`src/logic/csr_pkg.sv`:
```
package csr_pkg;

    // Core shape.
    localparam int num_warps   = 4;
    localparam int num_threads = 4;
    localparam int nw_bits     = 2;
    localparam int nr_bits     = 5;
    localparam int addr_bits   = 12;

    // Per-warp scratch registers.
    localparam logic [addr_bits-1:0] csr_scratch0 = 12'h340;
    localparam logic [addr_bits-1:0] csr_scratch1 = 12'h341;

    // Read-only counters.
    localparam logic [addr_bits-1:0] csr_cycle    = 12'hC00;
    localparam logic [addr_bits-1:0] csr_instret  = 12'hC02;

    // Read-only thread identity.
    localparam logic [addr_bits-1:0] csr_wtid     = 12'hCC0;
    localparam logic [addr_bits-1:0] csr_ltid     = 12'hCC1;
    localparam logic [addr_bits-1:0] csr_wid      = 12'hCC3;

    // Same codes as funct3 of the CSR instructions.
    typedef enum logic [1:0] {
        op_rw = 2'd1,
        op_rs = 2'd2,
        op_rc = 2'd3
    } csr_op_t;

    typedef struct packed {
        logic [nw_bits-1:0]     wid;
        logic [num_threads-1:0] tmask;
        csr_op_t                op;
        logic [addr_bits-1:0]   addr;
        logic                   use_imm;
        logic [4:0]             imm;
        logic [31:0]            rs1_data;
        logic [nr_bits-1:0]     rd;
    } csr_req_t;

    typedef struct packed {
        logic [nw_bits-1:0]           wid;
        logic [num_threads-1:0]       tmask;
        logic [nr_bits-1:0]           rd;
        logic [num_threads-1:0][31:0] data;
    } csr_rsp_t;

endpackage
```
`src/logic/csr_block.sv`:
```
`timescale 1ns/1ns

module csr_block (
    input  logic                          clk,
    input  logic                          reset,

    input  logic                          req_valid,
    input  csr_pkg::csr_req_t             req,
    output logic                          req_ready,
    input  logic [csr_pkg::num_warps-1:0] stall,

    output logic                          rsp_valid,
    input  logic                          rsp_ready,
    output csr_pkg::csr_rsp_t             rsp,
    output logic [csr_pkg::num_warps-1:0] pending
);

    logic [csr_pkg::nw_bits-1:0]   rd_wid;
    logic [csr_pkg::addr_bits-1:0] rd_addr;
    logic [31:0]                   file_data;
    logic                          file_hit;
    logic [31:0]                   cnt_data;
    logic                          cnt_hit;
    logic                          wr_enable;
    logic [csr_pkg::nw_bits-1:0]   wr_wid;
    logic [csr_pkg::addr_bits-1:0] wr_addr;
    logic [31:0]                   wr_data;
    logic                          retire;

    csr_file u_csr_file (
        .clk          (clk),
        .reset        (reset),
        .read_wid     (rd_wid),
        .read_addr    (rd_addr),
        .read_data    (file_data),
        .read_hit     (file_hit),
        .write_enable (wr_enable),
        .write_wid    (wr_wid),
        .write_addr   (wr_addr),
        .write_data   (wr_data)
    );

    csr_counters u_csr_counters (
        .clk       (clk),
        .reset     (reset),
        .retire    (retire),
        .read_wid  (rd_wid),
        .read_addr (rd_addr),
        .read_data (cnt_data),
        .read_hit  (cnt_hit)
    );

    csr_exec u_csr_exec (
        .clk       (clk),
        .reset     (reset),
        .req_valid (req_valid),
        .req       (req),
        .req_ready (req_ready),
        .stall     (stall),
        .rsp_valid (rsp_valid),
        .rsp_ready (rsp_ready),
        .rsp       (rsp),
        .pending   (pending),
        .rd_wid    (rd_wid),
        .rd_addr   (rd_addr),
        .file_data (file_data),
        .file_hit  (file_hit),
        .cnt_data  (cnt_data),
        .cnt_hit   (cnt_hit),
        .wr_enable (wr_enable),
        .wr_wid    (wr_wid),
        .wr_addr   (wr_addr),
        .wr_data   (wr_data),
        .retire    (retire)
    );

endmodule

```
`src/logic/csr_exec.sv`:
```
`timescale 1ns/1ns

module csr_exec (
    input  logic                              clk,
    input  logic                              reset,

    input  logic                              req_valid,
    input  csr_pkg::csr_req_t                 req,
    output logic                              req_ready,
    input  logic [csr_pkg::num_warps-1:0]     stall,

    output logic                              rsp_valid,
    input  logic                              rsp_ready,
    output csr_pkg::csr_rsp_t                 rsp,
    output logic [csr_pkg::num_warps-1:0]     pending,

    output logic [csr_pkg::nw_bits-1:0]       rd_wid,
    output logic [csr_pkg::addr_bits-1:0]     rd_addr,
    input  logic [31:0]                       file_data,
    input  logic                              file_hit,
    input  logic [31:0]                       cnt_data,
    input  logic                              cnt_hit,

    output logic                              wr_enable,
    output logic [csr_pkg::nw_bits-1:0]       wr_wid,
    output logic [csr_pkg::addr_bits-1:0]     wr_addr,
    output logic [31:0]                       wr_data,
    output logic                              retire
);

    logic [31:0] operand;
    logic [31:0] read_value;
    logic        forward;
    logic [31:0] old_value;
    logic [31:0] new_value;
    logic        writable;
    logic        write_flag;
    logic        hold;
    logic        req_fire;
    logic        rsp_fire;

    // Stage contents.
    logic                                valid_q;
    logic [csr_pkg::nw_bits-1:0]         wid_q;
    logic [csr_pkg::num_threads-1:0]     tmask_q;
    logic [csr_pkg::nr_bits-1:0]         rd_q;
    logic [csr_pkg::addr_bits-1:0]       addr_q;
    logic                                we_q;
    logic [31:0]                         old_q;
    logic [31:0]                         new_q;
    logic [csr_pkg::num_warps-1:0]       pending_q;

    // Handshakes.
    assign hold      = valid_q && !rsp_ready;
    assign req_ready = !hold && !stall[req.wid];
    assign req_fire  = req_valid && req_ready;
    assign rsp_fire  = valid_q && rsp_ready;

    assign rd_wid  = req.wid;
    assign rd_addr = req.addr;

    assign operand = req.use_imm ? 32'(req.imm) : req.rs1_data;

    // Held write not yet in the file, so take its new value.
    assign forward = valid_q && we_q && (addr_q == req.addr) && (wid_q == req.wid);

    assign read_value = file_hit ? file_data : (cnt_hit ? cnt_data : 32'd0);
    assign old_value  = forward ? new_q : read_value;

    // Only the scratch registers accept writes.
    assign writable = (req.addr == csr_pkg::csr_scratch0)
                   || (req.addr == csr_pkg::csr_scratch1);

    always_comb begin
        new_value  = old_value;
        write_flag = 1'b0;
        case (req.op)
            csr_pkg::op_rw: begin
                new_value  = operand;
                write_flag = writable;
            end
            csr_pkg::op_rs: begin
                new_value  = old_value | operand;
                write_flag = writable && (operand != 32'd0);
            end
            csr_pkg::op_rc: begin
                new_value  = old_value & ~operand;
                write_flag = writable && (operand != 32'd0);
            end
            default: begin
                write_flag = 1'b0;
            end
        endcase
    end

    always_ff @(posedge clk) begin
        if (reset) begin
            valid_q <= 1'b0;
        end else if (!hold) begin
            valid_q <= req_fire;
        end
    end

    always_ff @(posedge clk) begin
        if (req_fire) begin
            wid_q   <= req.wid;
            tmask_q <= req.tmask;
            rd_q    <= req.rd;
            addr_q  <= req.addr;
            we_q    <= write_flag;
            old_q   <= old_value;
            new_q   <= new_value;
        end
    end

    // Set wins so a warp re-entering on its leaving edge stays pending.
    always_ff @(posedge clk) begin
        if (reset) begin
            pending_q <= '0;
        end else begin
            if (rsp_fire) begin
                pending_q[wid_q] <= 1'b0;
            end
            if (req_fire) begin
                pending_q[req.wid] <= 1'b1;
            end
        end
    end

    assign pending = pending_q;

    // Write commits with the response.
    assign wr_enable = rsp_fire && we_q;
    assign wr_wid    = wid_q;
    assign wr_addr   = addr_q;
    assign wr_data   = new_q;
    assign retire    = rsp_fire;

    assign rsp_valid = valid_q;

    always_comb begin
        rsp.wid   = wid_q;
        rsp.tmask = tmask_q;
        rsp.rd    = rd_q;
        for (int i = 0; i < csr_pkg::num_threads; i++) begin
            if (addr_q == csr_pkg::csr_wtid) begin
                rsp.data[i] = 32'(i);
            end else if (addr_q == csr_pkg::csr_ltid) begin
                rsp.data[i] = old_q * 32'(csr_pkg::num_threads) + 32'(i);
            end else begin
                rsp.data[i] = old_q;
            end
        end
    end

endmodule

```
`src/logic/csr_counters.sv`:
```
`timescale 1ns/1ns

module csr_counters (
    input  logic                          clk,
    input  logic                          reset,

    input  logic                          retire,

    input  logic [csr_pkg::nw_bits-1:0]   read_wid,
    input  logic [csr_pkg::addr_bits-1:0] read_addr,
    output logic [31:0]                   read_data,
    output logic                          read_hit
);

    logic [31:0] cycle_count;
    logic [31:0] instret_count;
    logic [31:0] wid_value;

    always_ff @(posedge clk) begin
        if (reset) begin
            cycle_count   <= '0;
            instret_count <= '0;
        end else begin
            cycle_count <= cycle_count + 32'd1;
            if (retire) begin
                instret_count <= instret_count + 32'd1;
            end
        end
    end

    // Lane part of wtid and ltid is filled in per lane later.
    assign wid_value = 32'(read_wid);

    always_comb begin
        read_hit  = 1'b1;
        read_data = 32'd0;
        case (read_addr)
            csr_pkg::csr_cycle: begin
                read_data = cycle_count;
            end
            csr_pkg::csr_instret: begin
                read_data = instret_count;
            end
            csr_pkg::csr_wid,
            csr_pkg::csr_wtid,
            csr_pkg::csr_ltid: begin
                read_data = wid_value;
            end
            default: begin
                read_hit = 1'b0;
            end
        endcase
    end

endmodule

```
`src/logic/csr_file.sv`:
```
`timescale 1ns/1ns

module csr_file (
    input  logic                          clk,
    input  logic                          reset,

    input  logic [csr_pkg::nw_bits-1:0]   read_wid,
    input  logic [csr_pkg::addr_bits-1:0] read_addr,
    output logic [31:0]                   read_data,
    output logic                          read_hit,

    input  logic                          write_enable,
    input  logic [csr_pkg::nw_bits-1:0]   write_wid,
    input  logic [csr_pkg::addr_bits-1:0] write_addr,
    input  logic [31:0]                   write_data
);

    // Two words per warp, register 0 and register 1.
    logic [1:0][31:0] scratch [csr_pkg::num_warps];

    logic read_sel;
    logic write_hit;
    logic write_sel;

    // Read port.
    assign read_hit = (read_addr == csr_pkg::csr_scratch0)
                   || (read_addr == csr_pkg::csr_scratch1);
    assign read_sel = (read_addr == csr_pkg::csr_scratch1);

    always_comb begin
        if (read_hit) begin
            read_data = scratch[read_wid][read_sel];
        end else begin
            read_data = 32'd0;
        end
    end

    // Write port, other addresses fall through.
    assign write_hit = (write_addr == csr_pkg::csr_scratch0)
                    || (write_addr == csr_pkg::csr_scratch1);
    assign write_sel = (write_addr == csr_pkg::csr_scratch1);

    always_ff @(posedge clk) begin
        if (reset) begin
            for (int w = 0; w < csr_pkg::num_warps; w++) begin
                scratch[w] <= '0;
            end
        end else if (write_enable && write_hit) begin
            scratch[write_wid][write_sel] <= write_data;
        end
    end

endmodule

```
`config.mk`:
```
export PLATFORM = sky130hd
export DESIGN_NAME = csr_block
export DESIGN_NICKNAME = d
export VERILOG_FILES = /design/src/logic/csr_pkg.sv /design/src/logic/csr_block.sv /design/src/logic/csr_exec.sv /design/src/logic/csr_counters.sv /design/src/logic/csr_file.sv
export SDC_FILE = /design/constraint.sdc
export NUM_CORES = 1
export LEC_CHECK = 0
export ABC_CLOCK_PERIOD_IN_PS = 10600
export BUFFER_PORTS_ARGS = -buffer_cell sky130_fd_sc_hd__buf_2
export CAP_MARGIN = 15
export CORE_ASPECT_RATIO = 0.6
export CORE_MARGIN = 1
export CORE_UTILIZATION = 55
export DETAILED_ROUTE_END_ITERATION = 6
export MAX_ROUTING_LAYER = met4
export PLACE_DENSITY = 0.74
export SYNTH_ARGS = -nofsm -noshare
export SYNTH_HDL_FRONTEND = slang
export SYNTH_SLANG_ARGS = --single-unit
```
`constraint.sdc`:
```
create_clock -name clk -period 10.6 [get_ports clk]
set_clock_uncertainty 0.15 [all_clocks]
set_input_delay 2.65 -clock clk [delete_from_list [all_inputs] [get_ports clk]]
set_output_delay 2.65 -clock clk [all_outputs]
set_load 0.02 [all_outputs]
```
==> results.cfg <==
[worst_setup_path]
critPathKind = input pin to primary output
cp-end-kind = primary output
worst_setup_path_start_kind = input pin
cp.required_ns = 7.80
cp_slowest_stage_delay_ns = 0.67
path_cells = buf_4, mux4_2, a21oi_1, buf_2
arrival_ns = 4.24
worst-path-buf-inv = 2
critPathMaxFanout = 35
crit_slowest_cell = mux4_2
crit_family = buffers and inverters

[cts]
htree_levels = 2
cts_tree = yes
clockRootBuffer = clkbuf_16
cts_hold_buf = 0
clkSlewWorstSetupHoldPaths_ns = 0.06
clock-sinks = 413
cts_buffers = 38
clock_latency_ns = 0.56
cts_buffer_depth = 3
cts_resized = 0
post_cts_buffers = 0

[final_layout]
final_core_utilization_pct = 61.9
nets = 1834
drive_gt1_share_pct = 25.1
n_fill_cell = 2747
area_delta_synth_final_pct = 10.3
fin_cells = 2266
design_area_um2 = 22600

[timing]
hold_ws_ns = 0.363
finalHoldViolCount = 0
min_period_ns = 7.04
final.period_utilization_pct = 66.4
setup_tns_ns = 0
rsz0062_at_grt = false
slew_headroom_pct = 14.5
finalMaxSlewViolations = 0
finalWorstSetupSlack_ns = 3.56
worst_pin_slew_ns = 1.28
fmax_ghz = 0.142
final-setup-viol-count = 0

[floorplanning]
die-area_um2 = 38000
die_w_um = 251
row_count = 54
pin_count = 216
core-area_um2 = 36500
initial_utilization_pct = 56.1
die_height_um = 151

[yosys]
ys.flop_type = edfxtp_1
async_flop_share_pct = 0
yosysMostFrequentCell = edfxtp_1
synth_seq_cells = 413
yosys.area.top_type = edfxtp_1
synth_edf_count = 344
netlist_instances = 1675
ys_top_cells_by_count = edfxtp_1 (344), and2_1 (240), nand2_1 (162), nor2_1 (116), buf_4 (97)
ys_top_cells_by_area = edfxtp_1 (50%), and2_1 (7.3%), mux4_2 (7.1%), dfxtp_1 (6.7%), buf_4 (3.6%)
synth-seq-area-share_pct = 57.2
synth_top_area_share_pct = 50.4
synth_cell_types = 55
syn_area_um2 = 20500
syn_avg_cell_area_um2 = 12.2
syn-num-nets = 1748
yosysWarnings = 0

[drt]
dr.pass1.iters = 5
drt_wl_total_um = 52600
wl_per_cell_um = 23.2
drcViolationCount = 0
drt_iter0_markers = 1498
vias = 13572
ant_nets = 0
viasPerCell = 5.99

[pwr]
p_leak_nw = 8.50
p_clk_share_pct = 40.4
comb_power_share_pct = 7.7
power_density_nw_per_um2 = 158
seq_power_share_pct = 51.8
total_power_mw = 3.57
power_switching_mw = 0.842
p_sw_share_pct = 23.6
p_int_mw = 2.73
peakVddDrop_mv = 0.147

[min_path]
worstHoldPathType = flop to flop

[placed_design]
dp.cells = 2196
pre_cts_slack_ns = 3.48
placed_area_um2 = 21300
portBuffers = 215
gpl.final_weighted_congestion = 0.917
hpwlAfterDp_um = 35300

[flow_run]
cap_viol_max_count = 0

[global_routing]
grt_max_degree = 74
grt-ovfl-total = 0
grt_pass1_vias = 12477
antenna_found_initial = 2
grt_pass1_wl_um = 77800
grtUsageTotal_pct = 28.7

[run_status]
status = finished clean
## registers in the layout (all words and copies together), names as in the netlist
name                          count
u_csr_counters.cycle_count       32
u_csr_counters.instret_count     32
u_csr_exec.old_q                 32
u_csr_exec.pending                4
u_csr_exec.rd_q                   5
u_csr_exec.rsp_valid              1
u_csr_exec.tmask_q                4
u_csr_exec.we_q                   1
u_csr_exec.wr_addr               12
u_csr_exec.wr_data               32
u_csr_exec.wr_wid                 2
u_csr_file.scratch              256
## layer usage
| layer | wire length, um | share of wire (%) | global-route usage, % |
|---|---|---|---|
| met1 | 22700 | 43 | 40.5 |
| met3 | 5020 | 9.5 | 5.74 |
| met4 | 1550 | 2.9 | 9.21 |
| met5 | 0 | 0 | - |
| met2 | 23300 | 44 | 41.9 |
## worst min-delay path: stages (launching register included)
cell,delay (ns)
dfxtp_1,0.33
o21ai_0,0.07
a21oi_1,0.06
## area by class of cell
cell class	instances	area, um^2	share of cell area [%]
inverter	19	71.3	0.316
clock buffer	46	991	4.39
multi-input combinational	1046	7650	33.8
clock inverter	21	288	1.27
antenna	2	5.00	0.0222
timing repair buffer	243	1290	5.69
tap	476	596	2.64
sequential	413	11700	51.8
## cell families (layout without fill, tap and decap cells)
group	after synthesis	in the layout	share of synthesized area, %
adders and majority gates	2	2	0.122
other	0	2	0
buffers and inverters	216	329	6.01
xor gates and xnor gates	95	95	4.06
and+or+nand+nor	718	718	18.6
DFF	413	413	57.2
muxes	126	126	10.5
AOI/OAI and AO/OA	105	105	3.55
## power by group through the flow
stage | clock, mW | combinational (mW) | sequential, mW
3_5_place_dp | 0 | 0.275 | 1.89
4_1_cts | 1.46 | 0.276 | 1.85
6_report | 1.44 | 0.276 | 1.85
2_1_floorplan | 0 | 0.195 | 1.87
3_3_place_gp | 0 | 0.271 | 1.88
5_1_grt | 1.52 | 0.294 | 1.86
## layout by cell type, fill, tap and decap left out, types with 4 or more instances in the layout
cell type and instances:
bufinv_16 6, o21ai_0 17, nor2b_1 25, mux2i_1 7, mux4_2 65, nand2b_1 6, or4_1 4, clkbuf_16 38
edfxtp_1 344, and3_1 6, nor3_1 27, mux2_2 54, or2_2 4, dfxtp_1 69, nand3_1 58, a31oi_1 25
o2111a_1 4, xnor2_1 53, clkinv_2 4, a21o_1 4, or3_1 8, buf_2 215, inv_1 19, and2_1 239
nor2_1 114, nand4_1 18, xor2_1 42, o21ai_4 5, clkbuf_1 7, nand2_1 162, and4_1 6, a21oi_1 13
buf_4 28, a2bb2oi_1 23, nor4_1 18
## path summary, 6_finish.rpt
check | startpoint | endpoint | slack, ns | cells after the start
worst max-delay path | req[61] | req_ready | 3.56 | 4
worst min register to register | u_csr_exec.pending[3] | u_csr_exec.pending[3] | 0.36 | 2
worst min-delay path | u_csr_exec.pending[3] | u_csr_exec.pending[3] | 0.36 | 2
worst max register to register | u_csr_exec.wr_addr[1] | u_csr_file.scratch[3][7] | 6.38 | 7
No activity file was read; power rests on OpenSTA's default activity.
